==> src/common/overlay_pkg.sv <==
/*
 * shared definitions for the video overlay path
 *   color and dimension widths
 *   pixel word and overlay word layouts
 *   default top-level parameter values
 */
package overlay_pkg;

  // ====================
  // widths
  // ====================
  localparam int COLOR_W = 8;   // bits per color channel
  localparam int DIM_W   = 16;  // width / height counts

  // receiver pixel, msb is red
  typedef struct packed {
    logic [COLOR_W-1:0] red;
    logic [COLOR_W-1:0] green;
    logic [COLOR_W-1:0] blue;
  } pixel_t;

  // overlay word, key byte on top, bit 7 of key is the key flag
  typedef struct packed {
    logic [7:0]         key;
    logic [COLOR_W-1:0] red;
    logic [COLOR_W-1:0] green;
    logic [COLOR_W-1:0] blue;
  } ovl_word_t;

  // ====================
  // defaults
  // ====================
  localparam int FIFO_DEPTH_DEF     = 16;
  localparam int HEARTBEAT_HALF_DEF = 25000000;  // 0.5 s at 50 MHz
  localparam int STRIPE_BIT         = 3;         // 8 pixel wide stripes
  localparam int SEG_DIGITS         = 6;

endpackage

==> src/design/dvi_capture.sv <==
/*
 * receiver input stage
 *   one register stage on sync, de and pixel
 *   active width per line, latched when de falls
 *   active line count per frame, latched when vsync rises
 */
`timescale 1ns/1ps

module dvi_capture (
  input  logic                          odck_to_overlay,
  input  logic                          hps_fpga_reset_n,
  input  logic                          vsync_i,
  input  logic                          hsync_i,
  input  logic                          de_i,
  input  overlay_pkg::pixel_t           pixel_i,
  output logic                          vsync_o,
  output logic                          hsync_o,
  output logic                          de_o,
  output overlay_pkg::pixel_t           pixel_o,
  output logic [overlay_pkg::DIM_W-1:0] width_o,
  output logic [overlay_pkg::DIM_W-1:0] height_o
);

  logic                          de_d;      // registered de, one more stage
  logic                          vsync_d;
  logic                          de_fall;
  logic                          vsync_rise;
  logic [overlay_pkg::DIM_W-1:0] pix_cnt;   // de-high cycles this line
  logic [overlay_pkg::DIM_W-1:0] line_cnt;  // lines with de this frame

  // ====================
  // input register
  // ====================
  always_ff @(posedge odck_to_overlay or negedge hps_fpga_reset_n)
  begin
    if (!hps_fpga_reset_n)
    begin
      vsync_o <= 1'b0;
      hsync_o <= 1'b0;
      de_o    <= 1'b0;
    end
    else
    begin
      vsync_o <= vsync_i;
      hsync_o <= hsync_i;
      de_o    <= de_i;
    end
  end

  always_ff @(posedge odck_to_overlay)
  begin
    pixel_o <= pixel_i;  // payload only
  end

  // ====================
  // resolution measure
  // ====================
  assign de_fall    = de_d & ~de_o;
  assign vsync_rise = vsync_o & ~vsync_d;

  always_ff @(posedge odck_to_overlay or negedge hps_fpga_reset_n)
  begin
    if (!hps_fpga_reset_n)
    begin
      de_d     <= 1'b0;
      vsync_d  <= 1'b0;
      pix_cnt  <= '0;
      line_cnt <= '0;
      width_o  <= '0;
      height_o <= '0;
    end
    else
    begin
      de_d    <= de_o;
      vsync_d <= vsync_o;
      if (de_o)
        pix_cnt <= pix_cnt + 1'b1;
      else if (de_fall)
      begin
        width_o <= pix_cnt;  // full line just ended
        pix_cnt <= '0;
      end
      // frame boundary, a line ending on the same cycle opens the new count
      if (vsync_rise)
      begin
        height_o <= line_cnt;
        line_cnt <= {{(overlay_pkg::DIM_W-1){1'b0}}, de_fall};
      end
      else if (de_fall)
        line_cnt <= line_cnt + 1'b1;
    end
  end

endmodule

==> src/design/heartbeat.sv <==
/*
 * blink led, toggles every HALF_PERIOD clocks
 */
`timescale 1ns/1ps

module heartbeat #(
  parameter int HALF_PERIOD = 25000000
) (
  input  logic odck_to_overlay,
  input  logic hps_fpga_reset_n,
  output logic led_o
);

  localparam int CNT_W = $clog2(HALF_PERIOD + 1);

  logic [CNT_W-1:0] cnt;

  always_ff @(posedge odck_to_overlay or negedge hps_fpga_reset_n)
  begin
    if (!hps_fpga_reset_n)
    begin
      cnt   <= '0;
      led_o <= 1'b0;
    end
    else if (cnt == CNT_W'(HALF_PERIOD - 1))
    begin
      cnt   <= '0;       // wrap
      led_o <= ~led_o;
    end
    else
      cnt <= cnt + 1'b1;
  end

endmodule

==> src/design/overlay_top.sv <==
/*
 * video overlay top level
 *   receiver capture, overlay fifo, test pattern,
 *   mixer, resolution display, heartbeat
 */
`timescale 1ns/1ps

module overlay_top #(
  parameter int FIFO_DEPTH     = overlay_pkg::FIFO_DEPTH_DEF,
  parameter int HEARTBEAT_HALF = overlay_pkg::HEARTBEAT_HALF_DEF
) (
  input  logic                          odck_to_overlay,
  input  logic                          hps_fpga_reset_n,
  input  logic                          scdt_i,
  input  logic                          vsync_i,
  input  logic                          hsync_i,
  input  logic                          de_i,
  input  overlay_pkg::pixel_t           pixel_i,
  input  logic [4:0]                    sw_i,
  input  logic                          ovl_push_i,
  input  overlay_pkg::ovl_word_t        ovl_data_i,
  output logic                          vsync_o,
  output logic                          hsync_o,
  output logic                          de_o,
  output overlay_pkg::pixel_t           pixel_o,
  output logic                          blank_n_o,
  output logic [overlay_pkg::DIM_W-1:0] width_o,
  output logic [overlay_pkg::DIM_W-1:0] height_o,
  output logic [6:0]                    hex0_o,
  output logic [6:0]                    hex1_o,
  output logic [6:0]                    hex2_o,
  output logic [6:0]                    hex3_o,
  output logic [6:0]                    hex4_o,
  output logic [6:0]                    hex5_o,
  output logic                          led_heartbeat_o,
  output logic                          led_lock_o,
  output logic                          ovl_overflow_o
);

  // capture stage to mixer
  logic                   cap_vsync;
  logic                   cap_hsync;
  logic                   cap_de;
  overlay_pkg::pixel_t    cap_pixel;
  // overlay sources
  overlay_pkg::ovl_word_t fifo_data;
  logic                   fifo_empty;
  logic                   fifo_rd;
  overlay_pkg::ovl_word_t pattern_data;
  logic                   pattern_step;
  logic                   pattern_pause;

  assign led_lock_o = scdt_i;  // receiver lock straight to led

  dvi_capture dvi_capture_inst (
    .odck_to_overlay  (odck_to_overlay),
    .hps_fpga_reset_n (hps_fpga_reset_n),
    .vsync_i          (vsync_i),
    .hsync_i          (hsync_i),
    .de_i             (de_i),
    .pixel_i          (pixel_i),
    .vsync_o          (cap_vsync),
    .hsync_o          (cap_hsync),
    .de_o             (cap_de),
    .pixel_o          (cap_pixel),
    .width_o          (width_o),
    .height_o         (height_o)
  );

  pixel_fifo #(
    .DEPTH (FIFO_DEPTH)
  ) pixel_fifo_inst (
    .odck_to_overlay  (odck_to_overlay),
    .hps_fpga_reset_n (hps_fpga_reset_n),
    .push_i           (ovl_push_i),
    .data_i           (ovl_data_i),
    .rd_i             (fifo_rd),
    .data_o           (fifo_data),
    .empty_o          (fifo_empty),
    .overflow_o       (ovl_overflow_o)
  );

  test_pattern_gen test_pattern_gen_inst (
    .odck_to_overlay  (odck_to_overlay),
    .hps_fpga_reset_n (hps_fpga_reset_n),
    .vsync_i          (cap_vsync),      // same stage as the mixer input
    .step_i           (pattern_step),
    .pause_i          (pattern_pause),
    .data_o           (pattern_data)
  );

  overlay_mixer overlay_mixer_inst (
    .odck_to_overlay  (odck_to_overlay),
    .hps_fpga_reset_n (hps_fpga_reset_n),
    .vsync_i          (cap_vsync),
    .hsync_i          (cap_hsync),
    .de_i             (cap_de),
    .pixel_i          (cap_pixel),
    .sw_i             (sw_i),
    .fifo_data_i      (fifo_data),
    .fifo_empty_i     (fifo_empty),
    .pattern_data_i   (pattern_data),
    .vsync_o          (vsync_o),
    .hsync_o          (hsync_o),
    .de_o             (de_o),
    .pixel_o          (pixel_o),
    .blank_n_o        (blank_n_o),
    .fifo_rd_o        (fifo_rd),
    .pattern_step_o   (pattern_step),
    .pause_o          (pattern_pause)
  );

  seg7_display seg7_display_inst (
    .width_i  (width_o),
    .height_i (height_o),
    .hex0_o   (hex0_o),
    .hex1_o   (hex1_o),
    .hex2_o   (hex2_o),
    .hex3_o   (hex3_o),
    .hex4_o   (hex4_o),
    .hex5_o   (hex5_o)
  );

  heartbeat #(
    .HALF_PERIOD (HEARTBEAT_HALF)
  ) heartbeat_inst (
    .odck_to_overlay  (odck_to_overlay),
    .hps_fpga_reset_n (hps_fpga_reset_n),
    .led_o            (led_heartbeat_o)
  );

endmodule

==> src/design/seg7_display.sv <==
/*
 * resolution readout
 *   width on digits 5..3, height on digits 2..0
 *   hex glyphs, segments active low
 */
`timescale 1ns/1ps

module seg7_display (
  input  logic [overlay_pkg::DIM_W-1:0] width_i,
  input  logic [overlay_pkg::DIM_W-1:0] height_i,
  output logic [6:0]                    hex0_o,
  output logic [6:0]                    hex1_o,
  output logic [6:0]                    hex2_o,
  output logic [6:0]                    hex3_o,
  output logic [6:0]                    hex4_o,
  output logic [6:0]                    hex5_o
);

  logic [3:0] nibble [overlay_pkg::SEG_DIGITS];
  logic [6:0] seg    [overlay_pkg::SEG_DIGITS];

  // gfedcba, 0 lights the segment
  function automatic logic [6:0] hex_glyph(input logic [3:0] n);
    case (n)
      4'h0: hex_glyph = 7'b1000000;
      4'h1: hex_glyph = 7'b1111001;
      4'h2: hex_glyph = 7'b0100100;
      4'h3: hex_glyph = 7'b0110000;
      4'h4: hex_glyph = 7'b0011001;
      4'h5: hex_glyph = 7'b0010010;
      4'h6: hex_glyph = 7'b0000010;
      4'h7: hex_glyph = 7'b1111000;
      4'h8: hex_glyph = 7'b0000000;
      4'h9: hex_glyph = 7'b0010000;
      4'ha: hex_glyph = 7'b0001000;
      4'hb: hex_glyph = 7'b0000011;  // lower case b
      4'hc: hex_glyph = 7'b1000110;
      4'hd: hex_glyph = 7'b0100001;  // lower case d
      4'he: hex_glyph = 7'b0000110;
      default: hex_glyph = 7'b0001110;
    endcase
  endfunction

  // {width[11:0], height[11:0]}, digit 0 is the low nibble of height
  always_comb
  begin
    for (int i = 0; i < overlay_pkg::SEG_DIGITS; i++)
    begin
      nibble[i] = {width_i[11:0], height_i[11:0]}[i*4 +: 4];
      seg[i]    = hex_glyph(nibble[i]);
    end
  end

  assign hex0_o = seg[0];
  assign hex1_o = seg[1];
  assign hex2_o = seg[2];
  assign hex3_o = seg[3];
  assign hex4_o = seg[4];
  assign hex5_o = seg[5];

endmodule

==> src/overlay/overlay_mixer.sv <==
/*
 * overlay merge stage
 *   switch register
 *   overlay source select, fifo or test pattern
 *   keyed pixel merge and output register, blank_n
 */
`timescale 1ns/1ps

module overlay_mixer (
  input  logic                   odck_to_overlay,
  input  logic                   hps_fpga_reset_n,
  input  logic                   vsync_i,
  input  logic                   hsync_i,
  input  logic                   de_i,
  input  overlay_pkg::pixel_t    pixel_i,
  input  logic [4:0]             sw_i,          // pause, test, -, enable, blank
  input  overlay_pkg::ovl_word_t fifo_data_i,
  input  logic                   fifo_empty_i,
  input  overlay_pkg::ovl_word_t pattern_data_i,
  output logic                   vsync_o,
  output logic                   hsync_o,
  output logic                   de_o,
  output overlay_pkg::pixel_t    pixel_o,
  output logic                   blank_n_o,
  output logic                   fifo_rd_o,
  output logic                   pattern_step_o,
  output logic                   pause_o
);

  logic                   sw_pause_q;
  logic                   sw_test_q;
  logic                   sw_en_q;
  logic                   sw_blank_q;
  overlay_pkg::ovl_word_t ovl_word;    // selected overlay word
  logic                   word_avail;
  logic                   consume;
  logic                   key_hit;

  // ====================
  // switches
  // ====================
  always_ff @(posedge odck_to_overlay or negedge hps_fpga_reset_n)
  begin
    if (!hps_fpga_reset_n)
    begin
      sw_pause_q <= 1'b0;
      sw_test_q  <= 1'b0;
      sw_en_q    <= 1'b0;
      sw_blank_q <= 1'b0;
    end
    else
    begin
      sw_pause_q <= sw_i[4];
      sw_test_q  <= sw_i[3];
      sw_en_q    <= sw_i[1];
      sw_blank_q <= sw_i[0];  // sw_i[2] has no function here
    end
  end

  // ====================
  // source select
  // ====================
  assign ovl_word   = sw_test_q ? pattern_data_i : fifo_data_i;
  assign word_avail = sw_test_q | ~fifo_empty_i;  // pattern never runs dry
  assign consume    = de_i & sw_en_q & word_avail;
  assign key_hit    = consume & ovl_word.key[7];

  // show-ahead fifo, pop in the same cycle the word is used
  assign fifo_rd_o      = consume & ~sw_test_q;
  assign pattern_step_o = consume & sw_test_q;
  assign pause_o        = sw_pause_q;

  // ====================
  // merge register
  // ====================
  always_ff @(posedge odck_to_overlay or negedge hps_fpga_reset_n)
  begin
    if (!hps_fpga_reset_n)
    begin
      vsync_o   <= 1'b0;
      hsync_o   <= 1'b0;
      de_o      <= 1'b0;
      blank_n_o <= 1'b0;
    end
    else
    begin
      vsync_o   <= vsync_i;
      hsync_o   <= hsync_i;
      de_o      <= de_i;
      blank_n_o <= de_i & ~sw_blank_q;
    end
  end

  always_ff @(posedge odck_to_overlay)
  begin
    if (key_hit)
      pixel_o <= '{red: ovl_word.red, green: ovl_word.green, blue: ovl_word.blue};
    else
      pixel_o <= pixel_i;  // unkeyed or no word, video through
  end

endmodule

==> src/overlay/pixel_fifo.sv <==
/*
 * show-ahead fifo for the external overlay stream
 *   circular buffer, read/write pointers, fill count
 *   push to full is dropped, sticky overflow flag
 */
`timescale 1ns/1ps

module pixel_fifo #(
  parameter int DEPTH = 16
) (
  input  logic                   odck_to_overlay,
  input  logic                   hps_fpga_reset_n,
  input  logic                   push_i,
  input  overlay_pkg::ovl_word_t data_i,
  input  logic                   rd_i,
  output overlay_pkg::ovl_word_t data_o,
  output logic                   empty_o,
  output logic                   overflow_o
);

  localparam int PTR_W = (DEPTH > 1) ? $clog2(DEPTH) : 1;
  localparam int CNT_W = $clog2(DEPTH + 1);

  overlay_pkg::ovl_word_t mem [DEPTH];
  logic [PTR_W-1:0]       wr_ptr;
  logic [PTR_W-1:0]       rd_ptr;
  logic [CNT_W-1:0]       count;
  logic                   full;
  logic                   do_wr;
  logic                   do_rd;

  assign full    = (count == CNT_W'(DEPTH));
  assign empty_o = (count == '0);
  assign do_wr   = push_i & ~full;
  assign do_rd   = rd_i & ~empty_o;
  assign data_o  = mem[rd_ptr];  // head word always on the output

  always_ff @(posedge odck_to_overlay)
  begin
    if (do_wr)
      mem[wr_ptr] <= data_i;
  end

  always_ff @(posedge odck_to_overlay or negedge hps_fpga_reset_n)
  begin
    if (!hps_fpga_reset_n)
    begin
      wr_ptr     <= '0;
      rd_ptr     <= '0;
      count      <= '0;
      overflow_o <= 1'b0;
    end
    else
    begin
      if (do_wr)
        wr_ptr <= (wr_ptr == PTR_W'(DEPTH - 1)) ? '0 : wr_ptr + 1'b1;
      if (do_rd)
        rd_ptr <= (rd_ptr == PTR_W'(DEPTH - 1)) ? '0 : rd_ptr + 1'b1;
      case ({do_wr, do_rd})
        2'b10:   count <= count + 1'b1;
        2'b01:   count <= count - 1'b1;
        default: count <= count;  // idle or both
      endcase
      if (push_i && full)
        overflow_o <= 1'b1;  // held until reset
    end
  end

endmodule

==> src/overlay/test_pattern_gen.sv <==
/*
 * built-in overlay source
 *   step count, cleared at each frame start
 *   gray ramp with keyed stripes
 */
`timescale 1ns/1ps

module test_pattern_gen (
  input  logic                   odck_to_overlay,
  input  logic                   hps_fpga_reset_n,
  input  logic                   vsync_i,
  input  logic                   step_i,
  input  logic                   pause_i,
  output overlay_pkg::ovl_word_t data_o
);

  logic                          vsync_d;
  logic [overlay_pkg::DIM_W-1:0] step_cnt;

  always_ff @(posedge odck_to_overlay or negedge hps_fpga_reset_n)
  begin
    if (!hps_fpga_reset_n)
    begin
      vsync_d  <= 1'b0;
      step_cnt <= '0;
    end
    else
    begin
      vsync_d <= vsync_i;
      if (vsync_i && !vsync_d)
        step_cnt <= '0;  // new frame
      else if (step_i && !pause_i)
        step_cnt <= step_cnt + 1'b1;
    end
  end

  // gray level from low bits, key flag from the stripe bit
  assign data_o.key   = {step_cnt[overlay_pkg::STRIPE_BIT], 7'b0};
  assign data_o.red   = step_cnt[overlay_pkg::COLOR_W-1:0];
  assign data_o.green = step_cnt[overlay_pkg::COLOR_W-1:0];
  assign data_o.blue  = step_cnt[overlay_pkg::COLOR_W-1:0];

endmodule

==> config.mk <==
export PLATFORM = sky130hd
export DESIGN_NAME = overlay_top
export DESIGN_NICKNAME = d
export VERILOG_FILES = /design/src/common/overlay_pkg.sv /design/src/design/dvi_capture.sv /design/src/design/heartbeat.sv /design/src/design/overlay_top.sv /design/src/design/seg7_display.sv /design/src/overlay/overlay_mixer.sv /design/src/overlay/pixel_fifo.sv /design/src/overlay/test_pattern_gen.sv
export SDC_FILE = /design/constraint.sdc
export NUM_CORES = 1
export LEC_CHECK = 0
export BUFFER_PORTS_ARGS = -buffer_cell sky130_fd_sc_hd__buf_2
export CAP_MARGIN = 15
export CORE_UTILIZATION = 55
export CTS_CLUSTER_DIAMETER = 50
export DETAILED_ROUTE_END_ITERATION = 7
export GPL_TIMING_DRIVEN = 0
export PLACE_DENSITY = 0.74
export RECOVER_POWER = 50
export SYNTH_ARGS = -nofsm -noshare
export SYNTH_HDL_FRONTEND = slang
export SYNTH_SLANG_ARGS = --single-unit
==> constraint.sdc <==
create_clock -name odck_to_overlay -period 7.33 [get_ports odck_to_overlay]
set_input_delay 1.466 -clock odck_to_overlay [delete_from_list [all_inputs] [get_ports odck_to_overlay]]
set_output_delay 1.466 -clock odck_to_overlay [all_outputs]
set_load 0.1 [all_outputs]
==> impl_metrics.csv <==
group,metric,value,unit
outcome,status,"finished, violations left",
outcome,violations,"max-capacitance violations, max-slew violations",
synth,yosys-top-cells-count,"edfxtp_1, mux2i_1, dfrtp_1",
route,wl,51.0,mm
route,wire_per_inst,21.8,um
clock_network,cts_made_buffers,56,
sta,fmax,0.247,GHz
sta,skew,0.0194,ns
synth,synthFlopType,"edfxtp_1",
synth,ys_seq_elements,571,
critical_path,path_class,"reg -> out",
route,drc,0,
synth,seq_area_frac_synth,67.6,%
die,std_cell_rows,75,
critical_path,reg2reg_depth,10,
synth,syn-cell-area,0.0238,mm^2
sta,hold_violations,0,
grt,grt_first_pass_wirelength,78.6,mm
grt,antenna_found_initial,2,
sta,final.setup.tns,0,ns
die,coreArea,0.0422,mm^2
layout,areaGrowthSynthToFinish,15.4,%
die,die-area,0.0440,mm^2
critical_path,reg2reg_from,"overlay_mixer_inst.sw_test_q",
placed_design,place.gp.congestion,0.802,
clock_network,cts_resized,0,
critical_path,setup.worst_path.end,"hex3_o[0]",
clock_network,cts_root_buf,"clkbuf_16",
layout,nFillCells,3007,
route,vias_per_cell,5.80,
die,die_w,210,um
critical_path,r2r-end,"pixel_fifo_inst.count[4]",
critical_path,r2r_slack,4.00,ns
layout,multi_input_area,0.00725,mm^2
critical_path,cp_max_fo,6,
sta,maxSlewViolCount,53,
route,drtIter0Drc,1178,
sta,fin_crit,4.05,ns
pwr,power_density,340,mW/mm^2
route,first_pass_iters,5,
sta,worstMarginPinSlew,2.95,ns
pwr,p_total,9.32,mW
critical_path,worst_setup_path_end_kind,"primary output",
clock_network,holdBufCountCts,0,
synth,synth_top_cell_area_share,50.6,%
critical_path,worst_setup_path_start_kind,"flop",
clock_network,cts_setup_buffers,0,
synth,synth_fp_nets,1630,
sta,setup-violations-final,0,
flow_run,maxCapViolCount,1,
synth,avgSynthCellArea,15.7,um^2
die,initial_core_util,56.2,%
synth,post-synth-top-area-cell,"edfxtp_1",
critical_path,critical_path_arrival,2.59,ns
die,die_y,210,um
placed_design,dp_hpwl,34.0,mm
placed_design,port_buffers,163,
hold_path,hold_class,"reg -> reg",
sta,rsz0062_at_grt,"no",
pwr,ir_worst_vdd,0.242,mV
synth,ys_warn_count,0,
clock_network,cts_tree,"done",
layout,drive_gt1_share,22.8,%
die,ioPinCount,173,
pwr,p_leak,10.4,nW
grt,grt_max_degree,72,
grt,grt_usage,23.7,%
route,ant_nets,0,
grt,gr-total-overflow,0,
synth,syn_inst,1512,
sta,period_share,55.3,%
critical_path,startpoint,"dvi_capture_inst.width_o[1]",
clock_network,clkTransAtPathRegs,0.06,ns
clock_network,clockBufferDepth,3,
critical_path,cp.required,5.86,ns
layout,seq_area,0.0161,mm^2
layout,nets,1870,
synth,synthArstFlopShare,21.5,%
synth,synth.distinct_cells,61,
grt,grt_pass1_vias,13500,
synth,synth-edff-count,400,
sta,maxSlewHeadroom,-96.8,%
clock_network,clock_latency,0.61,ns
synth,synth_most_common_cell,"edfxtp_1",
clock_network,htreeDepth,2,
route,via_count,13600,
clock_network,clock_sinks,571,
synth,synthTopCellsByArea,"edfxtp_1, dfrtp_1, mux2i_1",
## metal layers
metal	vias up	global-route usage [%]	share of wire [%]
met5	-	0	0.027
met4	2	7.60	2.6
met2	451	39.1	49
met3	98	3.70	5.9
met1	6810	32.7	43
li1	6208	-	-
## where the power goes
part | switching, mW | leakage [nW] | internal (mW) | total, mW
Combinational | 1.75 | 3.86 | 0.956 | 2.71
Clock | 1.18 | 0.872 | 1.58 | 2.76
Sequential | 0.106 | 5.66 | 3.75 | 3.86
## final cells by class
cell class              count  area share (%)
clock inverters            19           0.516
flip-flops and latches    571            58.6
repair buffers            182            4.07
inverters                  29           0.397
well taps                 539            2.46
multi-input cells         836            26.5
plain buffers              76            1.53
clock buffers              87            5.99
diodes                      2          0.0183
## cell families after synthesis
group | count (synthesis) | synth area share (%)
AO/OA/AOI/OAI | 181 | 5.14
XOR/XNOR | 51 | 1.88
adder cells (fa/ha/maj) | 50 | 2.67
buffers and inverters | 105 | 2.23
flip-flops | 571 | 67.6
multiplexers | 244 | 14.0
AND/OR/NAND/NOR | 310 | 6.53
## worst min-delay path by stage
stage / start / to / cells after the start
3_3_place_gp: dvi_capture_inst.hsync_o / overlay_mixer_inst.hsync_o / 0
5_1_grt: dvi_capture_inst.hsync_o / overlay_mixer_inst.hsync_o / 0
6_report: dvi_capture_inst.hsync_o / overlay_mixer_inst.hsync_o / 0
3_5_place_dp: dvi_capture_inst.hsync_o / overlay_mixer_inst.hsync_o / 0
4_1_cts: dvi_capture_inst.hsync_o / overlay_mixer_inst.hsync_o / 0
2_1_floorplan: dvi_capture_inst.hsync_o / overlay_mixer_inst.hsync_o / 0
## metrics by stage
stage / setup slack (ns) / instance area (um^2) / cells / hold slack (ns) / utilization (%)
after floorplan: 2.09 / 23800 / 1512 / 0.331 / -
after global placement: 0.899 / 25200 / 2214 / 0.336 / 59.8
after detailed placement: 3.72 / 25700 / 2233 / 0.358 / 60.8
after CTS: 3.26 / 27500 / 2339 / 0.360 / 65.1
after global routing: 3.15 / 27400 / 2339 / 0.359 / 64.9
final: 3.28 / 27400 / 2341 / 0.354 / 64.9
## sequential cells by signal, summed over array words and instances, names as in the netlist, 4 cells and up
name / flops
pixel_fifo_inst.wr_ptr: 4
dvi_capture_inst.width_o: 16
pixel_fifo_inst.mem: 400
pixel_fifo_inst.count: 5
dvi_capture_inst.line_cnt: 16
dvi_capture_inst.height_o: 16
dvi_capture_inst.pix_cnt: 16
pixel_fifo_inst.rd_ptr: 4
overlay_mixer_inst.pixel_o: 24
dvi_capture_inst.pixel_o: 24
heartbeat_inst.cnt: 25
test_pattern_gen_inst.step_cnt: 8
## layout by cell type (no fill, tap or decap), types with 8 or more instances in the layout
cell type  count
inv_1         29
dfxtp_1       48
edfxtp_1     400
nand4_1       19
o21ai_0       37
mux2_2        20
mux2i_1      144
nor2_1        74
xnor2_1       22
mux2_4        20
a211oi_1      23
nand2_1       91
clkbuf_8       8
buf_6         17
nor2b_1       28
buf_1          9
dfrtp_1      123
clkinv_2      12
clkbuf_16     58
xor2_1        29
a21oi_1       36
ha_1          49
buf_4          8
mux4_2        60
buf_2        158
nand2b_1      10
a22o_1        11
a22oi_1       44
clkbuf_1      76
nor2_4        12
nand3_1       28
## critical path, stage by stage, from the launching register on
cell	delay, ns
dfrtp_1	0.45
inv_1	0.18
ha_1	0.26
nor2b_1	0.08
or3b_2	0.46
o21ai_0	0.10
buf_2	0.46
(Power assumes the default switching activity.)
